## src/verilog/arm_config.svh

```systemverilog
// ARM core configuration macros for data width, register count and PC stepping
`ifndef ARM_CONFIG_SVH
`define ARM_CONFIG_SVH

// Data and address width
`define ARM_XLEN 32

// Architectural registers, R15 included
`define ARM_NREGS 16

// Bytes per instruction
`define ARM_PC_STEP 4

// First fetch address after reset
`define ARM_RESET_PC 32'h0000_0000

`endif

```

## src/verilog/armIsaPkg.sv

```systemverilog
// ARM ISA package with instruction formats and condition codes
package armIsaPkg;

   // Condition field encodings, NV not supported
   typedef enum logic [3:0] {
      EQ = 4'h0,  // Z set
      NE,         // Z clear
      CS,         // C set
      CC,         // C clear
      MI,         // N set
      PL,         // N clear
      VS,         // V set
      VC,         // V clear
      HI,         // C set and Z clear
      LS,         // C clear or Z set
      GE,         // N equals V
      LT,         // N differs from V
      GT,         // Z clear and N equals V
      LE,         // Z set or N differs from V
      AL          // Always
   } condCode_e;

   // Data processing view, op = 00
   typedef struct packed {
      condCode_e   cond;
      logic [1:0]  op;
      logic        imm;   // 1 for imm8, 0 for rm
      logic [3:0]  cmd;   // ALU command
      logic        s;     // Update flags
      logic [3:0]  rn;
      logic [3:0]  rd;
      logic [11:0] src2;  // imm8 or rm in low bits
   } dpInstr_s;

   // Load/store view, op = 01
   typedef struct packed {
      condCode_e   cond;
      logic [1:0]  op;
      logic        regOffset;  // Only immediate offsets handled
      logic [3:0]  pubw;       // Pre, up, byte, writeback
      logic        l;          // 1 for LDR
      logic [3:0]  rn;
      logic [3:0]  rd;
      logic [11:0] imm12;
   } memInstr_s;

   // Branch view, op = 10
   typedef struct packed {
      condCode_e   cond;
      logic [1:0]  op;
      logic        fmt;    // Always 1 for B
      logic        link;   // BL not supported
      logic [23:0] imm24;  // Word offset, signed
   } brInstr_s;

   // One fetched word, read through the view op selects
   typedef union packed {
      dpInstr_s  dp;
      memInstr_s mem;
      brInstr_s  br;
   } instrWord_u;

endpackage

```

## src/verilog/armCtrlPkg.sv

```systemverilog
// ARM control package with ALU ops, immediate sources, flags and the control word
package armCtrlPkg;

   // Supported ALU operations
   typedef enum logic [1:0] {
      ADD = 2'b00,
      SUB = 2'b01,
      AND = 2'b10,
      ORR = 2'b11
   } aluOp_e;

   // Immediate extension modes
   typedef enum logic [1:0] {
      IMM8     = 2'b00,  // Zero extended
      IMM12    = 2'b01,  // Zero extended
      BRANCH24 = 2'b10   // Sign extended, times 4
   } immSrc_e;

   typedef struct packed {
      logic n;
      logic z;
      logic c;
      logic v;
   } aluFlags_s;

   // Unconditional decode result, gated later by the condition check
   typedef struct packed {
      logic [1:0] regSrc;       // [0] rn to R15, [1] rm to rd
      immSrc_e    immSrc;
      logic       aluSrc;       // Immediate as source B
      logic       memToReg;     // Writeback from memory
      logic       regWrite;
      logic       memWrite;
      logic       branch;
      aluOp_e     aluOp;
      logic       flagWriteNz;
      logic       flagWriteCv;
   } ctrlWord_s;

endpackage

```

## src/verilog/instrDecoder.sv

```systemverilog
// Instruction decoder turning the fetched word into the core control word
`timescale 1ns/1ns

module instrDecoder (
   input  armIsaPkg::instrWord_u instr,
   output armCtrlPkg::ctrlWord_s ctrl
);
   import armCtrlPkg::*;

   aluOp_e dpOp;     // ALU op from cmd field
   logic   dpLegal;  // cmd is one of the four kept

   // ALU decoder
   always_comb begin
      dpLegal = 1'b1;
      case (instr.dp.cmd)
         4'b0100: dpOp = ADD;
         4'b0010: dpOp = SUB;
         4'b0000: dpOp = AND;
         4'b1100: dpOp = ORR;
         default: begin
            dpOp    = ADD;
            dpLegal = 1'b0;  // Dropped ops decode as no-op
         end
      endcase
   end

   // Main decoder
   always_comb begin
      ctrl       = '0;
      ctrl.aluOp = ADD;  // Address and target adds
      case (instr.dp.op)
         2'b00: begin  // Data processing
            ctrl.immSrc      = IMM8;
            ctrl.aluSrc      = instr.dp.imm;
            ctrl.regWrite    = dpLegal;
            ctrl.aluOp       = dpOp;
            ctrl.flagWriteNz = instr.dp.s & dpLegal;
            // C and V only from arithmetic
            ctrl.flagWriteCv = instr.dp.s & dpLegal & ((dpOp == ADD) || (dpOp == SUB));
         end
         2'b01: begin  // LDR / STR
            ctrl.immSrc = IMM12;
            ctrl.aluSrc = 1'b1;
            if (!instr.mem.regOffset) begin
               if (instr.mem.l) begin
                  ctrl.regWrite = 1'b1;
                  ctrl.memToReg = 1'b1;
               end else begin
                  ctrl.regSrc[1] = 1'b1;  // Port B reads rd for store data
                  ctrl.memWrite  = 1'b1;
               end
            end
         end
         2'b10: begin  // B, BL ignored
            if (instr.br.fmt && !instr.br.link) begin
               ctrl.regSrc[0] = 1'b1;  // Base is PC+8
               ctrl.immSrc    = BRANCH24;
               ctrl.aluSrc    = 1'b1;
               ctrl.branch    = 1'b1;
            end
         end
         default: ctrl = '0;  // Coprocessor space unsupported
      endcase
   end

endmodule

```

## src/verilog/condUnit.sv

```systemverilog
// Condition unit holding the flags and gating every state write
`timescale 1ns/1ns

module condUnit (
   input  logic                  clk,
   input  logic                  reset,
   input  armIsaPkg::condCode_e  cond,
   input  armCtrlPkg::ctrlWord_s ctrl,
   input  armCtrlPkg::aluFlags_s aluFlags,
   input  logic                  pcReady,
   output logic                  regWriteEn,
   output logic                  memWrite,
   output logic                  pcSrc
);
   import armIsaPkg::*;
   import armCtrlPkg::*;

   logic [1:0] nzQ;        // Stored N, Z
   logic [1:0] cvQ;        // Stored C, V
   aluFlags_s  flags;
   logic       condEx;     // Condition holds
   logic       writeOk;    // Condition holds and not stalled
   logic [1:0] flagsEn;    // {nz, cv}

   // Flags update independently
   always_ff @(posedge clk or posedge reset) begin
      if (reset) begin
         nzQ <= '0;
         cvQ <= '0;
      end else begin
         if (flagsEn[1]) nzQ <= {aluFlags.n, aluFlags.z};
         if (flagsEn[0]) cvQ <= {aluFlags.c, aluFlags.v};
      end
   end

   assign flags = {nzQ, cvQ};

   // Condition table against stored flags
   always_comb begin
      case (cond)
         EQ:      condEx = flags.z;
         NE:      condEx = ~flags.z;
         CS:      condEx = flags.c;
         CC:      condEx = ~flags.c;
         MI:      condEx = flags.n;
         PL:      condEx = ~flags.n;
         VS:      condEx = flags.v;
         VC:      condEx = ~flags.v;
         HI:      condEx = flags.c & ~flags.z;
         LS:      condEx = ~flags.c | flags.z;
         GE:      condEx = (flags.n == flags.v);
         LT:      condEx = (flags.n != flags.v);
         GT:      condEx = ~flags.z & (flags.n == flags.v);
         LE:      condEx = flags.z | (flags.n != flags.v);
         AL:      condEx = 1'b1;
         default: condEx = 1'b0;  // NV never executes
      endcase
   end

   assign writeOk    = condEx & pcReady;
   assign flagsEn    = {ctrl.flagWriteNz, ctrl.flagWriteCv} & {2{writeOk}};
   assign regWriteEn = ctrl.regWrite & writeOk;
   assign memWrite   = ctrl.memWrite & writeOk;  // Low through any stall
   assign pcSrc      = ctrl.branch & writeOk;

endmodule

```

## src/verilog/pcUnit.sv

```systemverilog
// Program counter with fetch stall, PC+4, PC+8 and next-PC select
`timescale 1ns/1ns
`include "arm_config.svh"

module pcUnit (
   input  logic                 clk,
   input  logic                 reset,
   input  logic                 pcReady,
   input  logic                 pcSrc,
   input  logic [`ARM_XLEN-1:0] result,
   output logic [`ARM_XLEN-1:0] pc,
   output logic [`ARM_XLEN-1:0] pcPlus4,
   output logic [`ARM_XLEN-1:0] pcPlus8
);

   logic [`ARM_XLEN-1:0] pcNext;

   assign pcPlus4 = pc + `ARM_XLEN'(`ARM_PC_STEP);
   assign pcPlus8 = pcPlus4 + `ARM_XLEN'(`ARM_PC_STEP);  // R15 read value
   assign pcNext  = pcSrc ? result : pcPlus4;            // Taken branch or sequential

   // Holds while fetch stalls
   always_ff @(posedge clk or posedge reset) begin
      if (reset) pc <= `ARM_RESET_PC;
      else if (pcReady) pc <= pcNext;
   end

endmodule

```

## src/verilog/regFile.sv

```systemverilog
// Register file with fifteen resettable registers and R15 mapped to PC+8
`timescale 1ns/1ns
`include "arm_config.svh"

module regFile (
   input  logic                 clk,
   input  logic                 reset,
   input  logic                 writeEn,
   input  logic [3:0]           readAddrA,
   input  logic [3:0]           readAddrB,
   input  logic [3:0]           writeAddr,
   input  logic [`ARM_XLEN-1:0] writeData,
   input  logic [`ARM_XLEN-1:0] pcPlus8,
   output logic [`ARM_XLEN-1:0] readDataA,
   output logic [`ARM_XLEN-1:0] readDataB
);

   localparam logic [3:0] pcIdx = 4'(`ARM_NREGS - 1);  // R15

   logic [`ARM_XLEN-1:0] regs [`ARM_NREGS-1];  // R0 to R14

   // Write port, R15 writes dropped
   always_ff @(posedge clk or posedge reset) begin
      if (reset) begin
         for (int i = 0; i < `ARM_NREGS - 1; i++) regs[i] <= '0;
      end else if (writeEn && (writeAddr != pcIdx)) begin
         regs[writeAddr] <= writeData;
      end
   end

   // Combinational reads
   assign readDataA = (readAddrA == pcIdx) ? pcPlus8 : regs[readAddrA];
   assign readDataB = (readAddrB == pcIdx) ? pcPlus8 : regs[readAddrB];

endmodule

```

## src/verilog/execUnit.sv

```systemverilog
// Execute unit with immediate extension, ALU, flags and writeback select
`timescale 1ns/1ns
`include "arm_config.svh"

module execUnit (
   input  armIsaPkg::instrWord_u instr,
   input  armCtrlPkg::ctrlWord_s ctrl,
   input  logic [`ARM_XLEN-1:0]  srcA,
   input  logic [`ARM_XLEN-1:0]  rmData,
   input  logic [`ARM_XLEN-1:0]  readData,
   output logic [`ARM_XLEN-1:0]  aluResult,
   output logic [`ARM_XLEN-1:0]  result,
   output armCtrlPkg::aluFlags_s aluFlags
);
   import armCtrlPkg::*;

   logic [`ARM_XLEN-1:0] extImm;
   logic [`ARM_XLEN-1:0] srcB;
   logic [`ARM_XLEN-1:0] bOp;   // Inverted on SUB
   logic [`ARM_XLEN:0]   sum;   // Carry out on top
   logic                 isSub;
   logic                 isArith;

   // Immediate extension
   always_comb begin
      case (ctrl.immSrc)
         IMM8:     extImm = `ARM_XLEN'(instr.dp.src2[7:0]);
         IMM12:    extImm = `ARM_XLEN'(instr.mem.imm12);
         BRANCH24: extImm = `ARM_XLEN'(signed'({instr.br.imm24, 2'b00}));
         default:  extImm = '0;
      endcase
   end

   assign srcB    = ctrl.aluSrc ? extImm : rmData;
   assign isSub   = (ctrl.aluOp == SUB);
   assign isArith = (ctrl.aluOp == ADD) || isSub;

   // SUB as A + ~B + 1
   assign bOp = isSub ? ~srcB : srcB;
   assign sum = {1'b0, srcA} + {1'b0, bOp} + {{`ARM_XLEN{1'b0}}, isSub};

   always_comb begin
      case (ctrl.aluOp)
         AND:     aluResult = srcA & srcB;
         ORR:     aluResult = srcA | srcB;
         default: aluResult = sum[`ARM_XLEN-1:0];  // ADD and SUB
      endcase
   end

   assign aluFlags.n = aluResult[`ARM_XLEN-1];
   assign aluFlags.z = (aluResult == '0);
   assign aluFlags.c = isArith & sum[`ARM_XLEN];
   // Operands agree in sign, result does not
   assign aluFlags.v = isArith & ~(srcA[`ARM_XLEN-1] ^ srcB[`ARM_XLEN-1] ^ isSub)
                       & (srcA[`ARM_XLEN-1] ^ sum[`ARM_XLEN-1]);

   // Register writeback and branch target
   assign result = ctrl.memToReg ? readData : aluResult;

endmodule

```

## src/verilog/armCore.sv

```systemverilog
// Single-cycle ARMv4 subset core built from decoder, condition, PC, registers and ALU
`timescale 1ns/1ns
`include "arm_config.svh"

module armCore (
   input  logic                  clk,
   input  logic                  reset,
   input  armIsaPkg::instrWord_u instr,
   input  logic [`ARM_XLEN-1:0]  readData,
   input  logic                  pcReady,
   output logic [`ARM_XLEN-1:0]  pc,
   output logic                  memWrite,
   output logic [`ARM_XLEN-1:0]  aluResult,
   output logic [`ARM_XLEN-1:0]  writeData
);
   import armCtrlPkg::*;

   ctrlWord_s            ctrl;
   aluFlags_s            aluFlags;
   logic                 regWriteEn;
   logic                 pcSrc;
   logic [`ARM_XLEN-1:0] pcPlus8;
   logic [`ARM_XLEN-1:0] srcA;
   logic [`ARM_XLEN-1:0] rmData;   // Port B, also store data
   logic [`ARM_XLEN-1:0] result;
   logic [3:0]           readAddrA;
   logic [3:0]           readAddrB;

   // Register address select
   assign readAddrA = ctrl.regSrc[0] ? 4'hF : instr.dp.rn;         // R15 for branches
   assign readAddrB = ctrl.regSrc[1] ? instr.dp.rd : instr.dp.src2[3:0];
   assign writeData = rmData;

   instrDecoder u_decoder (
      .instr (instr),
      .ctrl  (ctrl)
   );

   condUnit u_cond (
      .clk        (clk),
      .reset      (reset),
      .cond       (instr.dp.cond),
      .ctrl       (ctrl),
      .aluFlags   (aluFlags),
      .pcReady    (pcReady),
      .regWriteEn (regWriteEn),
      .memWrite   (memWrite),
      .pcSrc      (pcSrc)
   );

   pcUnit u_pc (
      .clk     (clk),
      .reset   (reset),
      .pcReady (pcReady),
      .pcSrc   (pcSrc),
      .result  (result),
      .pc      (pc),
      .pcPlus4 (),         // Next PC formed inside
      .pcPlus8 (pcPlus8)
   );

   regFile u_regs (
      .clk       (clk),
      .reset     (reset),
      .writeEn   (regWriteEn),
      .readAddrA (readAddrA),
      .readAddrB (readAddrB),
      .writeAddr (instr.dp.rd),
      .writeData (result),
      .pcPlus8   (pcPlus8),
      .readDataA (srcA),
      .readDataB (rmData)
   );

   execUnit u_exec (
      .instr     (instr),
      .ctrl      (ctrl),
      .srcA      (srcA),
      .rmData    (rmData),
      .readData  (readData),
      .aluResult (aluResult),  // Data address on loads and stores
      .result    (result),
      .aluFlags  (aluFlags)
   );

endmodule

```

## config.mk

```make
export PLATFORM = sky130hd
export DESIGN_NAME = armCore
export DESIGN_NICKNAME = d
export VERILOG_FILES = /design/src/verilog/armIsaPkg.sv /design/src/verilog/armCtrlPkg.sv /design/src/verilog/instrDecoder.sv /design/src/verilog/condUnit.sv /design/src/verilog/pcUnit.sv /design/src/verilog/regFile.sv /design/src/verilog/execUnit.sv /design/src/verilog/armCore.sv
export VERILOG_INCLUDE_DIRS = /design/src /design/src/verilog
export SDC_FILE = /design/constraint.sdc
export NUM_CORES = 2
export LEC_CHECK = 0
export ABC_AREA = 0
export BUFFER_PORTS_ARGS = -buffer_cell sky130_fd_sc_hd__buf_2
export CAP_MARGIN = 20
export CORE_ASPECT_RATIO = 0.6
export CORE_MARGIN = 2
export CORE_UTILIZATION = 39
export DETAILED_ROUTE_END_ITERATION = 8
export PLACE_DENSITY = 0.54
export SYNTH_ARGS = -nofsm -noshare
export SYNTH_HDL_FRONTEND = slang
export SYNTH_SLANG_ARGS = --single-unit
```

## constraint.sdc

```tcl
create_clock -name clk -period 24.7 [get_ports clk]
set_input_delay 6.175 -clock clk [delete_from_list [all_inputs] [get_ports clk]]
set_output_delay 6.175 -clock clk [all_outputs]
set_load 0.005 [all_outputs]
```

# [Yosys cells after proc, flatten, opt, wreduce, memory -nomap -nowiden]
# Cells that the tools add are included.
[classes] n_addsub=4 order_cmp=4 eq_ne=30 muxes=36 bitwise=28 n_reduce_logical=14
[ops] operator="$bwmux W480" n=1
[ops] operator="$mux W32" n=11
[ops] operator="$bmux W32 S4" n=2
[ops] operator="$demux W32 S4" n=1
[ops] operator="$pmux W32 S3" n=1
[ops] operator="$add A32 B3 Y32 const B" n=2
[ops] operator="$pmux W32 S2" n=1
[ops] operator="$eq A4 B4 Y1 const B" n=10
[ops] operator="$add A32 B32 Y33" n=1
[ops] operator="$add A33 B1 Y33" n=1
[ops] operator="$and A32 B32 Y32" n=1
[ops] operator="$logic_not A32 Y1" n=1
[ops] operator="$not A32 Y32" n=1
[ops] operator="$or A32 B32 Y32" n=1
[ops] operator="$eq A4 B3 Y1 const B" n=5
[ops] operator="$mux W4" n=4
[ops] operator="$ge A5 B5 Y1 const B" n=3
[ops] operator="$not A4 Y5" n=3
[ops] operator="$pmux W1 S15" n=1
[ops] operator="$eq A4 B2 Y1 const B" n=3
[ops] operator="$and A1 B1 Y1" n=11
[ops] operator="$mux W1" n=9
[ops] operator="$pmux W3 S3" n=1
[ops] operator="$eq A2 B1 Y1 const B" n=4
[ops] operator="20 further kinds" n=37
[totals] regBits=516 in_bits=67 out_inout_bits=97 word_cells=134

# [Longest topological paths before layout]
[logic_depth] depth_word=17 mapped_depth=30 ltp_nobuf=24

# [Cells and area by module]
# Synthesis repeated with hierarchy kept, for this count alone.
[hier_totals] hier_cells=2844 area_unflattened_um2=33792.4
[modules_own_cells] mod="regFile" n_inst=1 cells_each=1781 area_each_um2=26092.5 seq_area_each_um2=12011.5
[modules_own_cells] mod="execUnit" n_inst=1 cells_each=578 area_each_um2=3907.5 seq_area_each_um2=0.0
[modules_own_cells] mod="pcUnit" n_inst=1 cells_each=404 area_each_um2=3078.0 seq_area_each_um2=800.8
[modules_own_cells] mod="condUnit" n_inst=1 cells_each=47 area_each_um2=449.2 seq_area_each_um2=100.1
[modules_own_cells] mod="instrDecoder" n_inst=1 cells_each=26 area_each_um2=195.2 seq_area_each_um2=0.0
[modules_own_cells] mod="armCore" n_inst=1 cells_each=8 area_each_um2=70.1 seq_area_each_um2=0.0

# [Worst setup path before layout]
# Ideal clock, no wire load.
[synth_path] kind="input to output" start="input port instr[27] in the netlist's numbering" end="output port aluResult[26]" arrival_ns=11.547 t_required_ns=18.525 slack_ns=6.978 cell_stages=24 n_path_buf=5 path_cell_list="buf_2 -> or4b_1 -> buf_2 -> buf_1 -> mux2i_1 -> clkbuf_1 -> buf_1 -> a221oi_1 -> a221o_1 -> and3_1 -> nor2_1 -> xnor2_1 -> fa_1 -> a21o_1 -> a221o_1 -> o211a_1 -> o211ai_1 -> a211oi_1 -> or3_1 -> a41oi_1 -> xnor2_1 -> a22oi_1 -> o31a_1 -> inv_1"
[synth_via] elab_chain_cells=14 elab_cells_between_ends=36 classes_between="add/sub (2); eq/ne (9); mux (18); bitwise (5); reduce/logical (2)"
[synth_lines] element="start: declaration" line_no="armCore.sv:8" rtl="input armIsaPkg::instrWord_u instr,"
[synth_lines] element="$eq A2 B1 Y1" line_no="instrDecoder.sv:32" rtl="case (instr.dp.op)"
[synth_lines] element="$mux W1" line_no="instrDecoder.sv:32"
[synth_lines] element="$mux W4" line_no="armCore.sv:31" rtl="assign readAddrB = ctrl.regSrc[1] ? instr.dp.rd : instr.dp.src2[3:0];"
[synth_lines] element="$not A4 Y5 (implied by the code)" line_no="regFile.sv:33" rtl="assign readDataB = (readAddrB == pcIdx) ? pcPlus8 : regs[readAddrB];"
[synth_lines] element="$bmux W32 S4" line_no="regFile.sv:33"
[synth_lines] element="$mux W32 (implied by the code) (2 in series)" line_no="regFile.sv:33"
[synth_lines] element="$mux W32" line_no="regFile.sv:33"
[synth_lines] element="$mux W32" line_no="execUnit.sv:34" rtl="assign srcB = ctrl.aluSrc ? extImm : rmData;"
[synth_lines] element="$not A32 Y32" line_no="execUnit.sv:39" rtl="assign bOp = isSub ? ~srcB : srcB;"
[synth_lines] element="$mux W32" line_no="execUnit.sv:39"
[synth_lines] element="$add A32 B32 Y33" line_no="execUnit.sv:40" rtl="assign sum = {1'b0, srcA} + {1'b0, bOp} + {{`ARM_XLEN{1'b0}}, isSub};"
[synth_lines] element="$add A33 B1 Y33" line_no="execUnit.sv:40"
[synth_lines] element="$pmux W32 S2 *" line_no="execUnit.sv:43" rtl="case (ctrl.aluOp)"
[synth_lines] element="end: declaration" line_no="armCore.sv:13" rtl="output logic [`ARM_XLEN-1:0] aluResult,"
# Every way passes the cells marked *; elsewhere a longest branch is shown, timed or not. The select of a mux whose other input is x is not followed.

# [Final worst setup path]
[layout_path] start="input port instr[27] in the netlist's numbering" end="output port aluResult[29]"
# The elaborated chain is that of the path after synthesis.

==> results.toml <==
[status]
status = "completed"

[yosys]
synthTopCellsByArea = "dfrtp_1 38%, nand2_1 11%, o21ai_0 9.5%, mux2i_1 6.7%, clkbuf_1 3.3%"
yosysWarnings = 0
synth.most_common_cell = "nand2_1"
synth_largest_area_cell = "dfrtp_1"
yosysSeqAreaShare_pct = 38.2
synth_fp_nets = 4291
synth_edf_count = 0
async_flop_share_pct = 100
synthTopCellsByCount = "947 x nand2_1, 643 x o21ai_0, 516 x dfrtp_1"
synth_ff_type = "dfrtp_1"
synth-seq-cells = 516
synth_cell_types = 89
yosysTopAreaCellShare_pct = 38.2
mappedNetlistArea_um2 = 33800
post_synth.cell_area_avg_um2 = 8.08
postSynthCellCount = 4188

[sta]
setup_tns_ns = 0
setup_viol = 0
worst_pin_slew_ns = 1.22
rsz0062_at_grt = "no"
hold_violations = 0
period_minus_slack_ns = 19.79
finalWorstSetupSlack_ns = 4.91
drv_slew = 0
clock.fmax_mhz = 50.5
relSlewSlack_pct = 17.7
whs_ns = 0.507
timing.clock.skew_ns = 0.0440
fin_crit_sh_pct = 80.1

[layout]
seq_area_um2 = 12900
nFillCells = 8715
multi_input_area_um2 = 19700
fin_nets = 4267
layout-drive-gt1-share_pct = 12.5
areaGrowthSynthToFinish_pct = 11.6
postLayoutCoreUtil_pct = 44.1
antenna_cells = 0

[floorplanning]
core_area_um2 = 85700
rows = 83
initial_core_util_pct = 39.5
dieArea_um2 = 89200
die_w_um = 384
die_y_um = 232
io-pin-count = 164

[clock_tree]
clk_pin_slew_ns = 0.06
h-tree-depth = 2
clock-sinks = 516
insertion_delay_ns = 0.66
post_cts_resized = 0
cts_tree = "done"
clock_path_buffers = 3
cts_buffers = 51
post_cts_buffers = 0
hold_buffers = 0
cts_root_buf = "clkbuf_16"

[global_routing]
grt_usage_pct = 36.6
grt_pass1_wl_um = 236000
antenna_found_initial = 17
grt_pass1_vias = 30996
grt_max_degree = 156
overflow = 0

[worst_setup_path]
cpMaxStageDelayCell = "buf_4"
cp.arrival_ns = 13.61
cp.required_ns = 18.52
cpPeakStageDelay_ns = 0.74
start_kind = "input pin"
critical_path.startpoint = "instr[27]"
critical_path_class = "input pin to output port"
r2r_start = "u_pc.pc[2]$_DFFE_PP0P_"
crit_path_end_kind = "output port"
crit_chain = "buf_2, nor4b_4, buf_4, mux2_4, buf_4, buf_4, nand2_1, a21oi_1, o22ai_1, a211oi_1, xnor2_1, ha_1, a21o_1, a21o_1, a21oi_1, o21ai_0, a221oi_1, o21ai_0, a21o_1, or4b_2, o31ai_1, a22o_1, buf_2"
path_max_fanout = 45

[min_path]
hold_start = "u_regs.regs[299]$_DFFE_PP0P_"
hp-class = "register to register"

[drt]
routed_wl_um = 167000
avgRoutedWirePerCell_um = 31.2
first_iter_violations = 5143
via_per_inst = 6.43
first_pass_iters = 6
drtAntennaViolNets = 0
vias = 34414
drcViolationCount = 0

[placed_design]
port_buffers = 163
place_ws_ns = 5.19
gp_congestion = 1.02
dpl.hpwl_um = 110000

[power_and_ir_drop]
seq_power_share_pct = 35.2
swShare_pct = 40.8
combPwrFrac_pct = 33.7
ir_drop_mv = 0.0623
power_switching_mw = 1.15
power_density_nw_per_um2 = 74.3
p_leak_nw = 16.1
clock_power_share_pct = 31.2
p_int_mw = 1.66

[flow_run]
drv_cap = 0
## power groups by stage
stage / registers [mW] / clock network [mW] / logic (mW)
6_report: 0.986 / 0.875 / 0.944
5_1_grt: 0.992 / 0.914 / 0.973
4_1_cts: 0.981 / 0.881 / 0.890
3_5_place_dp: 0.997 / 0 / 0.887
3_3_place_gp: 0.996 / 0 / 0.889
2_1_floorplan: 0.956 / 0 / 0.488
## worst paths after layout
| path | slack, ns | depth (start not counted) | endpoint |
|---|---|---|---|
| worst max-delay path | 4.91 | 23 | aluResult[29] |
| worst min-delay path | 0.51 | 2 | u_regs.regs[299]$_DFFE_PP0P_ |
| worst max register to register | 15.38 | 21 | u_cond.nzQ[0]$_DFFE_PP0P_ |
| worst min register to register | 0.51 | 2 | u_regs.regs[299]$_DFFE_PP0P_ |
| max in group asynchronous | 16.43 | 4 | u_regs.regs[64]$_DFFE_PP0P_ |
| min in group asynchronous | 5.71 | 2 | u_regs.regs[377]$_DFFE_PP0P_ |
## layer usage
layer,GRT usage [%],up-vias,wire length (um)
met5,0,-,66
met2,47.1,2232,62800
li1,-,15009,-
met1,55.0,16864,74700
met4,10.4,10,5530
met3,14.4,299,24000
## critical path, delay by kind of cell
kind / cells / cell delay [ns]
AOI/OAI and AO/OA: 12 / 3.39
adders and majority gates: 1 / 0.38
and+or+nand+nor: 3 / 1.05
xor gates and xnor gates: 1 / 0.13
muxes: 1 / 0.37
buffers and inverters: 5 / 2.06
## placed cells by master (no fill, tap or decap), types with 22 or more instances in the layout
cell and instances:
o22ai_1 22, o211ai_1 29, nand2b_1 31, nor2b_1 27, buf_2 161, dfrtp_1 516
a22oi_1 29, ha_1 35, nor2_1 125, mux2i_1 217, nand4_1 31, xnor2_1 67
a21o_1 37, a21oi_1 201, a221oi_1 68, xor2_1 36, mux2_2 78, a31oi_1 67
nand2_1 936, a211oi_1 30, o21ai_0 640, buf_4 114, clkbuf_16 51, inv_1 45
nand3_1 111, nor3_1 62
## cell type report
class / instances / area share (%)
Timing Repair Buffer: 282 / 4.67
Sequential cell: 516 / 34.2
Inverter: 47 / 0.487
Multi-Input combinational cell: 3266 / 52.1
Clock buffer: 69 / 3.77
Tap cell: 1147 / 3.80
Clock inverter: 24 / 0.984
## cell families (layout without fill, tap and decap cells)
family,after synthesis,after routing,synth area share [%]
mux,317,317,10.0
buf+inv,406,422,4.63
compound gates,1329,1329,23.8
simple gates,1474,1474,19.1
fa+ha+maj,43,43,1.56
xor+xnor,103,103,2.67
flops,516,516,38.2
## registers in the layout (all words and copies together) (netlist names)
signal,flops
u_regs.regs,480
u_cond.cvQ,2
u_pc.pc,32
u_cond.nzQ,2
## stage by stage
stage	cell area, um2	power [mW]	instances
finish	37800	2.80	5351
floorplan	33800	1.44	4188
global route	37800	2.88	5351
CTS	37700	2.75	5347
detailed placement	35900	1.88	5254
global placement	35900	1.88	5252
(Power assumes the default switching activity.)
